===== src/verilog/board_pkg.sv =====
// Geometry is fixed to one 9x9 board on a 640x480 screen
// Bitmap words sit at byte offset 0x200, registers below it

`default_nettype none

package board_pkg;

    // ============================================================
    // Screen and board geometry
    // ============================================================
    localparam int SCREEN_W   = 640;
    localparam int SCREEN_H   = 480;
    localparam int BOARD_X0   = 160;
    localparam int CELL_SIZE  = 52;
    localparam int CELL_PITCH = 53;
    localparam int GRID_N     = 9;

    localparam int COORD_W = 10;
    localparam int CELL_W  = 4;

    // Stroke bitmap, one bit per pixel of a cell
    localparam int TRACK_BITS  = CELL_SIZE * CELL_SIZE;
    localparam int TRACK_WORDS = (TRACK_BITS + 31) / 32;
    localparam int WORD_IDX_W  = 7;

    // ============================================================
    // Register map
    // ============================================================
    localparam logic [2:0] REG_CTRL   = 3'd0;
    localparam logic [2:0] REG_WINDOW = 3'd1;
    localparam logic [2:0] REG_STATUS = 3'd2;

    localparam logic [31:0] DEFAULT_DRAW_TICKS = 32'd150_000_000;

    // Word address, bits 9:2 of the byte address
    typedef union packed {
        struct packed {
            logic                  is_track;
            logic [WORD_IDX_W-1:0] word_idx;
        } track;
        struct packed {
            logic       is_track;
            logic [3:0] pad;
            logic [2:0] reg_sel;
        } regs;
    } wb_addr_u;

endpackage

`default_nettype wire


===== src/verilog/capture_regs.sv =====
// Wishbone classic slave with one ack per request and read data valid with ack
// Byte selects are ignored and every write updates the whole word

`timescale 1ns/1ps
`default_nettype none

module capture_regs (
    input  wire logic                              clk,
    input  wire logic                              rst,
    input  wire logic                              wb_cyc,
    input  wire logic                              wb_stb,
    input  wire logic                              wb_we,
    input  wire logic [31:0]                       wb_adr,
    input  wire logic [31:0]                       wb_dat_i,
    input  wire logic [3:0]                        wb_sel,
    input  wire logic                              drawing,
    input  wire logic                              done,
    input  wire logic                              done_pulse,
    input  wire logic [board_pkg::CELL_W-1:0]      lat_cell_x,
    input  wire logic [board_pkg::CELL_W-1:0]      lat_cell_y,
    input  wire logic [31:0]                       track_word,
    output logic [31:0]                            wb_dat_o,
    output logic                                   wb_ack,
    output logic                                   irq,
    output logic                                   enable,
    output logic [31:0]                            draw_ticks,
    output logic                                   done_clear,
    output logic [board_pkg::WORD_IDX_W-1:0]       word_idx
);

    board_pkg::wb_addr_u addr;

    logic        irq_en;
    logic        req;
    logic        wr;
    logic        reg_hit;
    logic [31:0] status_word;
    logic [31:0] rd_data;

    // ============================================================
    // Address decode
    // ============================================================
    assign addr = wb_adr[9:2];

    // Second cycle of a held strobe is not a new request
    assign req = wb_cyc && wb_stb && !wb_ack;
    assign wr  = req && wb_we;

    assign reg_hit  = !addr.regs.is_track && (addr.regs.pad == 4'd0);
    assign word_idx = addr.track.word_idx;

    assign status_word = {16'd0, lat_cell_y, lat_cell_x, 6'd0, done, drawing};

    always_comb begin
        rd_data = '0;
        if (addr.track.is_track) begin
            rd_data = track_word;
        end else if (reg_hit) begin
            case (addr.regs.reg_sel)
                board_pkg::REG_CTRL:   rd_data = {30'd0, irq_en, enable};
                board_pkg::REG_WINDOW: rd_data = draw_ticks;
                board_pkg::REG_STATUS: rd_data = status_word;
                default:               rd_data = '0;
            endcase
        end
    end

    // ============================================================
    // Handshake and registers
    // ============================================================
    always_ff @(posedge clk) begin
        if (rst) begin
            wb_ack     <= 1'b0;
            enable     <= 1'b0;
            irq_en     <= 1'b0;
            draw_ticks <= board_pkg::DEFAULT_DRAW_TICKS;
            done_clear <= 1'b0;
        end else begin
            wb_ack     <= req;
            done_clear <= 1'b0;

            if (wr && reg_hit) begin
                case (addr.regs.reg_sel)
                    board_pkg::REG_CTRL: begin
                        enable <= wb_dat_i[0];
                        irq_en <= wb_dat_i[1];
                    end
                    board_pkg::REG_WINDOW: begin
                        // Zero-length window is not allowed
                        draw_ticks <= (wb_dat_i == 32'd0) ? 32'd1 : wb_dat_i;
                    end
                    board_pkg::REG_STATUS: begin
                        done_clear <= wb_dat_i[1];
                    end
                    default: begin
                    end
                endcase
            end
        end
    end

    // Read data captured on the same edge that raises ack
    always_ff @(posedge clk) begin
        if (req) begin
            wb_dat_o <= rd_data;
        end
    end

    // ============================================================
    // Interrupt
    // ============================================================
    always_ff @(posedge clk) begin
        if (rst) begin
            irq <= 1'b0;
        end else if (done_pulse && irq_en) begin
            irq <= 1'b1;
        end else if (done_clear || !irq_en) begin
            irq <= 1'b0;
        end
    end

endmodule

`default_nettype wire


===== config.mk =====
export PLATFORM = sky130hd
export DESIGN_NAME = capture_regs
export DESIGN_NICKNAME = d
export VERILOG_FILES = /design/src/verilog/board_pkg.sv /design/src/verilog/capture_regs.sv
export SDC_FILE = /design/constraint.sdc
export NUM_CORES = 1
export LEC_CHECK = 0
export ABC_AREA = 1
export ABC_CLOCK_PERIOD_IN_PS = 4300
export BUFFER_PORTS_ARGS = -buffer_cell sky130_fd_sc_hd__buf_4
export CORE_MARGIN = 5
export CORE_UTILIZATION = 35
export CTS_BUF_LIST = sky130_fd_sc_hd__clkbuf_8
export CTS_CLUSTER_SIZE = 16
export DETAILED_ROUTE_END_ITERATION = 8
export GPL_ROUTABILITY_DRIVEN = 0
export PLACE_DENSITY = 0.66
export SYNTH_ARGS = -nofsm -noshare
export SYNTH_HDL_FRONTEND = slang
export SYNTH_SLANG_ARGS = --single-unit
export TNS_END_PERCENT = 20

===== constraint.sdc =====
create_clock -name clk -period 4.3 [get_ports clk]
set_clock_uncertainty 0.05 [all_clocks]
set_input_delay 0.645 -clock clk [delete_from_list [all_inputs] [get_ports clk]]
set_output_delay 0.645 -clock clk [all_outputs]
set_load 0.01 [all_outputs]

**Yosys cells after proc, flatten, opt, wreduce, memory -nomap -nowiden**

Cells that the tools add are included.
W data, S select, Z words.

- Flip-flop bits (word level): 69
- Input port bits: 116
- Output and inout port bits: 75
- Word-level logic and storage cells: 34

- Equality and inequality tests: 2
- Mux-type cells: 6
- Bitwise gates (word level): 2
- Reduce and logical (&&, ||, !) cells: 17

Operator list:

| operator | number |
|---|---|
| $mux W32 | 3 |
| $pmux W32 S3 | 1 |
| $logic_not A32 Y1 | 1 |
| $logic_and A1 B1 Y1 | 6 |
| $logic_not A4 Y1 | 1 |
| $reduce_and A2 Y1 | 2 |
| $eq A3 B1 Y1 const B | 1 |
| $eq A3 B2 Y1 const B | 1 |
| $logic_not A1 Y1 | 3 |
| $logic_not A3 Y1 | 1 |
| $reduce_or A3 Y1 | 1 |
| $mux W1 | 2 |
| $not A1 Y1 | 2 |
| $reduce_bool A2 Y1 | 1 |
| $logic_or A1 B1 Y1 | 1 |

**Longest topological paths before layout**

Gate-level depths: netlist (run 1).

- Depth after elaboration: 6
- Depth in mapped cells: 9
- Gate-level depth less buffers: 9

**Worst setup path after synthesis (run 1)**

No wires, ideal clock.

- Path type: input port to flip-flop
- From: input port wb_cyc
- To: register wb_dat_o[0] (enable)
- Library setup time: 0.387 ns
- Data arrival time: 1.395 ns
- Slack: 2.468 ns
- Stages on the path: 2
- Buffers on the path: 0
- Cell sequence: nand3_1 -> inv_1

- Cells in the longest elaborated chain, start to end: 2

Ends and longest elaborated chain:

| what | RTL line | text |
|---|---|---|
| from (decl) | capture_regs.sv:10 | `input wire logic wb_cyc,` |
| $logic_and A1 B1 Y1 (2 in a row) | capture_regs.sv:46 | `assign req = wb_cyc && wb_stb && !wb_ack;` |
| net req | capture_regs.sv:34 | `logic req;` |
| to (signal assigned) | capture_regs.sv:105 | `wb_dat_o <= rd_data;` |
| to (decl) | capture_regs.sv:22 | `output logic [31:0] wb_dat_o,` |

The timed path passes the listed nets, and every way through them passes these cells.
A chain may end at the register's enable or synchronous reset.

**Final worst setup path (run 1)**

- From: input port wb_adr[9]
- To: register draw_ticks[0]

- Cells in the longest elaborated chain, start to end: 4

Ends and longest elaborated chain:

| what | RTL line | text |
|---|---|---|
| from (decl) | capture_regs.sv:13 | `input wire logic [31:0] wb_adr,` |
| $logic_not A1 Y1 | capture_regs.sv:49 | `assign reg_hit = !addr.regs.is_track && (addr.regs.pad == 4'd0);` |
| $logic_and A1 B1 Y1 | capture_regs.sv:49 |  |
| $logic_and A1 B1 Y1 | capture_regs.sv:82 | `if (wr && reg_hit) begin` |
| $reduce_and A2 Y1 (no line) | n/a |  |
| to (signal assigned) | capture_regs.sv:76 | `draw_ticks <= board_pkg::DEFAULT_DRAW_TICKS;` |
| to (signal assigned) | capture_regs.sv:90 | `draw_ticks <= (wb_dat_i == 32'd0) ? 32'd1 : wb_dat_i;` |
| to (decl) | capture_regs.sv:26 | `output logic [31:0] draw_ticks,` |

No other way between the ends.

==> results.cfg, run 1 <==
[run_status]
status = finished, final reports clean

[timing]
hold-worst-slack_ps = 428.6
slew_headroom_pct = 26.71
finalSetupViolations = 0
max_freq_mhz = 456.7
fin_crit_ps = 2190
slew_viol_final = 0
worst_slew_pin_slew_ps = 1091
tns_ps = 0
hold_violations = 0
rsz0062_at_grt = false
fin_crit_sh_pct = 50.92

[setup_path]
path_max_fanout = 34
end_kind = flip-flop
path_cells = buf_4 -> or2_4 -> nor2_8 -> nand3_2 -> inv_2 -> nand3_1 -> nand2_1 -> inv_1
worstSetupStartpointType = primary input
cp_num_buf_inv = 3
cp.required_ps = 4490
crit_slowest_cell = nor2_8
cp.depth = 8
slowest_delay_ps = 430
critPathTopFamily = simple AND/OR/NAND/NOR gates
critPathKind = in -> reg
rr_worst_depth = 8
cp.arrival_ps = 2380

[finish]
diodes = 0
syn2layout_area_growth_pct = 45.96
drive_above_1_share_pct = 38.17
final_nets = 593
fillers = 814

[clocking]
clk_path_buf_depth = 2
cts_buffers = 9
cts_tree = yes
post-cts-setup-buffers = 0
cts.repair.resized = 0
cts-root-buf = clkbuf_8
clock-sinks = 69
insertion_delay_ps = 340
htree_levels = 3
cts_hold_buffers = 0
cts.clk_slew.worst_paths_ps = 70

[synthesis]
yosys-top-cells-area = edfxtp_1, dfxtp_1, nand2_1, a32o_1, a21oi_1
ys_seq_area_share_pct = 56.41
ys_seq_elements = 69
synthArstFlopShare_pct = 0
synth_compound_area_share_pct = 17.30
synth_top_area_cell = edfxtp_1
synth_cells = 329
syn_area_per_cell_um2 = 9.169
synth_warnings = 0
synth_flop_cell = dfxtp_1
synth.area.mux_share_pct = 0
synthAdderAreaFrac_pct = 0
synth_top_family_by_area = simple AND/OR/NAND/NOR gates
yosysTopAreaCellShare_pct = 31.85
synth_cell_types = 24
syn-num-nets = 445
synth_edf_count = 32
netlist_area_um2 = 3017
synth-simple-area-share_pct = 17.59
synth_xor_xnor_area_share_pct = 0

[pwr]
power.switching_uw = 311.3
p_leak_uw = 0.001969
p_comb_share_pct = 12.1
power_frac_seq_pct = 53.5
power.density_nw_per_um2 = 299.6
p_int_uw = 1008
vdd_drop_max_v = 0.0001198
p_clk_share_pct = 34.4
swShare_pct = 23.60

[detailed_routing]
drc_errors = 0
wl_um = 9521
avgViaCountPerCell = 4.896
postRouteAntennaNets = 0
drt_first_pass_iters = 4
vias = 2874
drtIter0Drc = 90
avgRoutedWirePerCell_um = 16.22

[job]
maxCapViolCount = 0

[placed_design]
io_buffers = 162
hpwl_um = 7022

[floorplan]
core_area_um2 = 8299
rows = 33
initial_utilization_pct = 36.35
die_w_um = 102.8
die_area_um2 = 10580
die_h_um = 102.8
io-pin-count = 191

[worst_hold_path]
hold_path_depth = 2
min_path_type = reg -> reg

[global_routing]
grt_start_max_net_pins = 41
grt_pass1_wl_um = 13970
grt_pass1_vias = 2672
antenna_found_initial = 0
grt_use_total_pct = 17.50
gr-total-overflow = 0
cells in the mapped netlist, drive strengths merged (2+ instances only):
cell type / count
a21oi: 33
a22o: 9
a32o: 22
and2: 2
buf: 15
clkbuf: 13
dfxtp: 37
edfxtp: 32
inv: 29
nand2: 93
nand3: 8
nor2: 19
nor3: 3
o21ai: 10
layout make-up:
type,count,area (µm²),share of cell area [%]
Sequential cell,69,1702,38.65
Timing Repair Buffer,165,1239,28.13
Multi-Input combinational cell,203,1055,23.96
Clock buffer,10,137.6,3.126
Tap cell,105,131.4,2.984
Inverter,29,108.9,2.472
Clock inverter,6,30.03,0.6820
layout by cell type, fill, tap and decap left out, types with 3 or more instances in the layout:
master / n
clkinv_2: 3
nor3_1: 3
a21oi_1: 33
inv_1: 29
nor2_1: 17
edfxtp_1: 32
a32o_1: 22
dfxtp_1: 37
buf_4: 165
nand3_1: 7
clkbuf_8: 10
a22o_1: 9
o21ai_0: 10
nand2_1: 93
final timing paths:
kind	endpoint	slack [ps]	startpoint
hold / removal	enable$_SDFFE_PP0P_	430	enable$_SDFFE_PP0P_
setup reg to reg	draw_ticks[0]$_SDFFE_PP0P_	2770	wb_ack$_SDFF_PP0_
setup / recovery	draw_ticks[0]$_SDFFE_PP0P_	2110	wb_adr[9]
hold reg to reg	enable$_SDFFE_PP0P_	430	enable$_SDFFE_PP0P_
tightest hold or removal path, stage by stage, from the launching register on:
cell,delay [ps]
dfxtp_1,330
inv_1,50
a21oi_1,50
cell families (layout without fill, tap and decap cells):
group,count (synthesis),count (layout)
AOI/OAI and AO/OA,75,75
buffers and inverters,57,210
DFF,69,69
and+or+nand+nor,128,128
flip-flops by register name (all words and copies together) (netlist names):
register	flops
draw_ticks	32
done_clear	1
irq	1
wb_dat_o	32
wb_ack	1
irq_en	1
enable	1
through the flow:
stage / area [µm²] / setup WS (ps) / std cells / power (µW) / utilization, %
floorplan: 3017 / 2468 / 329 / 782.8 / -
global placement: 4235 / 1763 / 571 / 878.9 / 51.03
detailed placement: 4235 / 1731 / 571 / 881.4 / 51.03
CTS: 4403 / 2095 / 587 / 1333 / 53.05
global route: 4403 / 1978 / 587 / 1370 / 53.05
finish: 4403 / 2110 / 587 / 1319 / 53.05
layer usage:
| layer | GRT usage [%] | wire length (µm) | vias up | part of all wire (%) |
|---|---|---|---|---|
| li1 | - | - | 1417 | - |
| met1 | 21.78 | 3805 | 1334 | 40 |
| met2 | 29.34 | 4754 | 114 | 50 |
| met3 | 4.330 | 859 | 9 | 9.0 |
| met4 | 6.673 | 101 | 0 | 1.1 |
| met5 | 0 | 0 | - | 0 |
power groups by stage:
stage | clock network [µW] | registers (µW) | logic (µW)
after global routing | 489 | 707 | 174
final | 454 | 706 | 159
after global placement | 0 | 720 | 159
after detailed placement | 0 | 721 | 161
after floorplan | 0 | 728 | 55.0
after CTS | 466 | 706 | 161
Note: power is estimated with default switching activity, not from simulation.
==> inputs of run 2 (changes only) <==
--- a/config.mk
+++ b/config.mk
@@ -6,7 +6,7 @@
 export NUM_CORES = 1
 export LEC_CHECK = 0
 export ABC_AREA = 1
-export ABC_CLOCK_PERIOD_IN_PS = 4300
+export ABC_CLOCK_PERIOD_IN_PS = 1900
 export BUFFER_PORTS_ARGS = -buffer_cell sky130_fd_sc_hd__buf_4
 export CORE_MARGIN = 5
 export CORE_UTILIZATION = 35
@@ -14,7 +14,7 @@
 export CTS_CLUSTER_SIZE = 16
 export DETAILED_ROUTE_END_ITERATION = 8
 export GPL_ROUTABILITY_DRIVEN = 0
-export PLACE_DENSITY = 0.66
+export PLACE_DENSITY = 0.69
 export SYNTH_ARGS = -nofsm -noshare
 export SYNTH_HDL_FRONTEND = slang
 export SYNTH_SLANG_ARGS = --single-unit
==> constraint.sdc (replaced) <==
create_clock -name clk -period 1.9 [get_ports clk]
set_clock_uncertainty 0.05 [all_clocks]
set_input_delay 0.285 -clock clk [delete_from_list [all_inputs] [get_ports clk]]
set_output_delay 0.285 -clock clk [all_outputs]
set_load 0.01 [all_outputs]
==> run 2 against run 1 <==
  * Worst hold slack got worse by 320 ps
  * Cell count is 0.85% higher
  * Register-to-register slack got worse by 2400 ps
  * Total power grew 150%
  * Sequential power increased by 130%
  * First-iteration DRC count is 7.8% higher
  * Non-clock buffer count rose by 5
  * Via count fell by 0.94%
  * Largest cell class unchanged
==> results.cfg, run 2 (synthesized netlist as in run 1, its figures left out) <==
[run_status]
status = finished, final reports clean

[setup_path]
rr_worst_depth = 8
end_kind = flip-flop
worstSetupStartpointType = flip-flop
critPathKind = reg -> reg
path_cells = inv_1 -> nand3_1 -> nor2_1 -> nand3_2 -> inv_2 -> nand3_1 -> nand2_1 -> inv_1
path_max_fanout = 24
cp.arrival_ps = 1730
slowest_delay_ps = 340
cp.required_ps = 2080
crit_slowest_cell = inv_2

[finish]
most-common-layout-cells = buf_4, nand2_1, dfxtp_1
final_nets = 598
fillers = 815
reg_top3 = draw_ticks x32, wb_dat_o x32
final_cells = 592
diodes = 0
seqCellArea_um2 = 1702
drive_above_1_share_pct = 39.22
multi_input_area_um2 = 1055
syn2layout_area_growth_pct = 49.44
final_common_cell = buf_4

[placed_design]
dp.cells = 576
io_buffers = 162
post-place-ws_ps = 267.1
hpwl_um = 7159

[detailed_routing]
drtIter0Drc = 97
avgRoutedWirePerCell_um = 16.02
drc_errors = 0
postRouteAntennaNets = 0
wl_um = 9482
avgViaCountPerCell = 4.809
drt_first_pass_iters = 4
vias = 2847

[global_routing]
gr-total-overflow = 0
grt_pass1_vias = 2872
use_met1_pct = 22.09
use_met3_pct = 4.871
grt_use_total_pct = 17.76
grt_start_max_net_pins = 41
antenna_found_initial = 0
busiest_layer = met2
grt_pass1_wl_um = 14390
grtUsageMet2_pct = 29.39

[worst_hold_path]
hold_path_depth = 3
min_path_type = in -> reg

[timing]
fin_crit_sh_pct = 81.40
worst_slack_ps = 353.4
worst_slew_pin_slew_ps = 434.4
rsz0062_at_grt = false
hold_violations = 0
slew_viol_final = 0
max_freq_mhz = 646.6
slew_headroom_pct = 70.99
finalSetupViolations = 0
fin_crit_ps = 1547
tns_ps = 0

[floorplan]
die_h_um = 102.8
core_area_um2 = 8299
die_area_um2 = 10580
die_w_um = 102.8
rows = 33
initial_utilization_pct = 36.35
io-pin-count = 191

[clocking]
cts.repair.resized = 0
post-cts-setup-buffers = 0
clock-sinks = 69
cts.clk_slew.worst_paths_ps = 80
insertion_delay_ps = 330
cts_buffers = 9
cts_tree = yes
htree_levels = 3
clk_path_buf_depth = 2
cts_hold_buffers = 0
cts-root-buf = clkbuf_8

[pwr]
vdd_drop_max_v = 0.0003274
p_leak_uw = 0.002018
power.density_nw_per_um2 = 729.7
p_total_uw = 3289

[job]
maxCapViolCount = 0
[run 2: final timing paths]
path	startpoint	end	slack [ps]
hold reg to reg	enable$_SDFFE_PP0P_	enable$_SDFFE_PP0P_	430
hold / removal	wb_dat_i[27]	draw_ticks[27]$_SDFFE_PP1P_	110
setup / recovery	wb_ack$_SDFF_PP0_	draw_ticks[0]$_SDFFE_PP0P_	350
setup reg to reg	wb_ack$_SDFF_PP0_	draw_ticks[0]$_SDFFE_PP0P_	350
[run 2: cell type report]
type                            count  area share, %
Clock inverter                      7          2.193
Inverter                           29          2.415
Tap cell                          105          2.914
Sequential cell                    69          37.75
Clock buffer                        9          2.748
Timing Repair Buffer              170          28.59
Multi-Input combinational cell    203          23.40
[run 2: stage by stage]
step           hold slack, ps  util, %  cell area, µm²
2_1_floorplan           348.2        -            3017
3_3_place_gp            400.5    51.64            4285
3_5_place_dp            418.3    51.64            4285
4_1_cts                 93.19    54.32            4508
5_1_grt                 88.03    54.32            4508
6_report                105.2    54.32            4508
[run 2: where the power goes]
group | switching (µW) | leakage (µW) | total (µW) | internal, µW
clock | 579 | 0.000110 | 1320 | 746
sequential | 7.71 | 0.000607 | 1600 | 1590
combinational | 163 | 0.00130 | 369 | 206
total | 750 | 0.00202 | 3290 | 2540
[run 2: worst max-delay path, delay by kind of cell (launching register included)]
kind	cells	cell delay, ps
buffers and inverters	3	420
DFF	1	320
and+or+nand+nor	5	640
[run 2: metal layers]
| layer | part of all wire, % | vias to the layer above |
|---|---|---|
| li1 | - | 1422 |
| met1 | 41 | 1303 |
| met2 | 48 | 111 |
| met3 | 9.3 | 11 |
| met4 | 1.6 | 0 |
| met5 | 0 | - |
==> inputs of run 3 (changes only) <==
--- a/config.mk
+++ b/config.mk
@@ -6,7 +6,7 @@
 export NUM_CORES = 1
 export LEC_CHECK = 0
 export ABC_AREA = 1
-export ABC_CLOCK_PERIOD_IN_PS = 1900
+export ABC_CLOCK_PERIOD_IN_PS = 1400
 export BUFFER_PORTS_ARGS = -buffer_cell sky130_fd_sc_hd__buf_4
 export CORE_MARGIN = 5
 export CORE_UTILIZATION = 35
==> constraint.sdc (replaced) <==
create_clock -name clk -period 1.4 [get_ports clk]
set_clock_uncertainty 0.05 [all_clocks]
set_input_delay 0.21 -clock clk [delete_from_list [all_inputs] [get_ports clk]]
set_output_delay 0.21 -clock clk [all_outputs]
set_load 0.01 [all_outputs]
==> run 3 against run 2 <==
  * Sequential cell count is the same
  * Non-clock buffer count grew 15
  * Sequential power grew 36%
  * Maximum frequency grew 14%
  * Highest routed layer unchanged
==> results.cfg, run 3 (synthesized netlist as in run 1, its figures left out) <==
[clocking]
cts_tree = yes
clk_path_buf_depth = 2
cts-root-buf = clkbuf_8
cts_buffers = 9
clock-sinks = 69
insertion_delay_ps = 330
htree_levels = 3
cts.clk_slew.worst_paths_ps = 70

[finish]
reg_top3 = draw_ticks x32, wb_dat_o x32
fin_util_pct = 57.76
final_cells = 607
diodes = 0
final_nets = 613
most-common-layout-cells = buf_4, nand2_1, dfxtp_1
syn2layout_area_growth_pct = 58.90
fillers = 752
final_common_cell = buf_4
drive_above_1_share_pct = 42.83

[setup_path]
slowest_delay_ps = 330
worstSetupStartpointType = flip-flop
cp_num_buf_inv = 3
path_max_fanout = 8
end_kind = flip-flop
cp_common_cell = nand3_4
critPathKind = reg -> reg
critPathTopFamily = simple AND/OR/NAND/NOR gates
cp.arrival_ps = 1570
crit_slowest_cell = dfxtp_2
path_cells = inv_2 -> nand3_4 -> nor2_4 -> nand3_4 -> inv_4 -> buf_6 -> nand2_1 -> a21oi_1
cp.required_ps = 1610

[worst_hold_path]
min_path_type = in -> reg

[floorplan]
core_area_um2 = 8299
io-pin-count = 191
die_area_um2 = 10580
initial_utilization_pct = 36.35
rows = 33
die_w_um = 102.8
die_h_um = 102.8

[pwr]
p_int_uw = 3315
vdd_drop_max_v = 0.0003932
swShare_pct = 22.92
p_leak_uw = 0.002141
power_frac_seq_pct = 50.4
p_comb_share_pct = 12.8
power.density_nw_per_um2 = 897.2
p_clk_share_pct = 36.8
power.switching_uw = 985.6

[global_routing]
grt_use_total_pct = 18.36
antenna_found_initial = 0
grt_pass1_vias = 2937
gr-total-overflow = 0
grt_start_max_net_pins = 41
grt_pass1_wl_um = 14780

[detailed_routing]
postRouteAntennaNets = 0
vias = 3023
drt_first_pass_iters = 4
wl_um = 10520
avgViaCountPerCell = 4.980
drc_errors = 0
avgRoutedWirePerCell_um = 17.33
drtIter0Drc = 110

[placed_design]
dp.cells = 586
io_buffers = 162
hpwl_um = 7649
post-place-ws_ps = -47.97

[timing]
fin_crit_ps = 1360
slew_viol_final = 0
finalSetupViolations = 0
max_freq_mhz = 735.3
fin_crit_sh_pct = 97.14
hold-worst-slack_ps = 34.44
rsz0062_at_grt = true
slew_headroom_pct = 73.63
hold_violations = 0
worst_slew_pin_slew_ps = 395.6
worst_slack_ps = 40.03

[run_status]
status = finished, final reports clean

[job]
maxCapViolCount = 0
[run 3: final cells by class]
cell class,count,area [µm²],share of cell area [%]
clock buffer,10,137.6,2.871
clock inverter,6,53.80,1.122
inverter,29,115.1,2.401
multi-input combinational,203,1102,23.00
sequential,69,1703,35.53
tap,105,131.4,2.741
timing repair buffer,185,1550,32.34
[run 3: repair_timing]
item                                    4_1_cts  5_1_grt
hold buffers                                  0        0
endpoints found under the hold margin         0        0
endpoints found under the setup margin        0       32
buffers inserted                              0        1
gates resized for setup                       0       14
[run 3: routing by layer]
layer | track usage, % | vias to the layer above | wire length [µm]
met5 | 0 | - | 0
met4 | 8.167 | 0 | 212
met3 | 4.330 | 17 | 827
met2 | 30.04 | 132 | 5191
met1 | 23.11 | 1421 | 4292
li1 | - | 1453 | -
[run 3: final timing paths]
check / start / slack, ps / cells after the start / to
worst min register to register: enable$_SDFFE_PP0P_ / 420 / 2 / enable$_SDFFE_PP0P_
worst min-delay path: wb_dat_i[27] / 30 / 3 / draw_ticks[27]$_SDFFE_PP1P_
worst max-delay path: wb_ack$_SDFF_PP0_ / 40 / 8 / draw_ticks[29]$_SDFFE_PP0P_
worst max register to register: wb_ack$_SDFF_PP0_ / 40 / 8 / draw_ticks[29]$_SDFFE_PP0P_
[run 3: power by group through the flow]
stage	combinational, µW	clock [µW]	sequential [µW]
global placement	525	0	2210
floorplan	171	0	2230
CTS	540	1630	2170
finish	548	1580	2170
global route	589	1710	2170
detailed placement	538	0	2210
[run 3: worst min-delay path, cell delays in order]
cell,delay (ps)
buf_4,80
nand2_1,40
nand3_1,50
[run 3: metrics by stage]
stage | total power (µW) | instance area [µm²] | TNS [ps]
2_1_floorplan | 2406 | 3025 | 0
3_5_place_dp | 2752 | 4444 | -773.8
4_1_cts | 4336 | 4636 | 0
6_report | 4300 | 4793 | 0
3_3_place_gp | 2736 | 4444 | -42.22
5_1_grt | 4468 | 4793 | -135.7
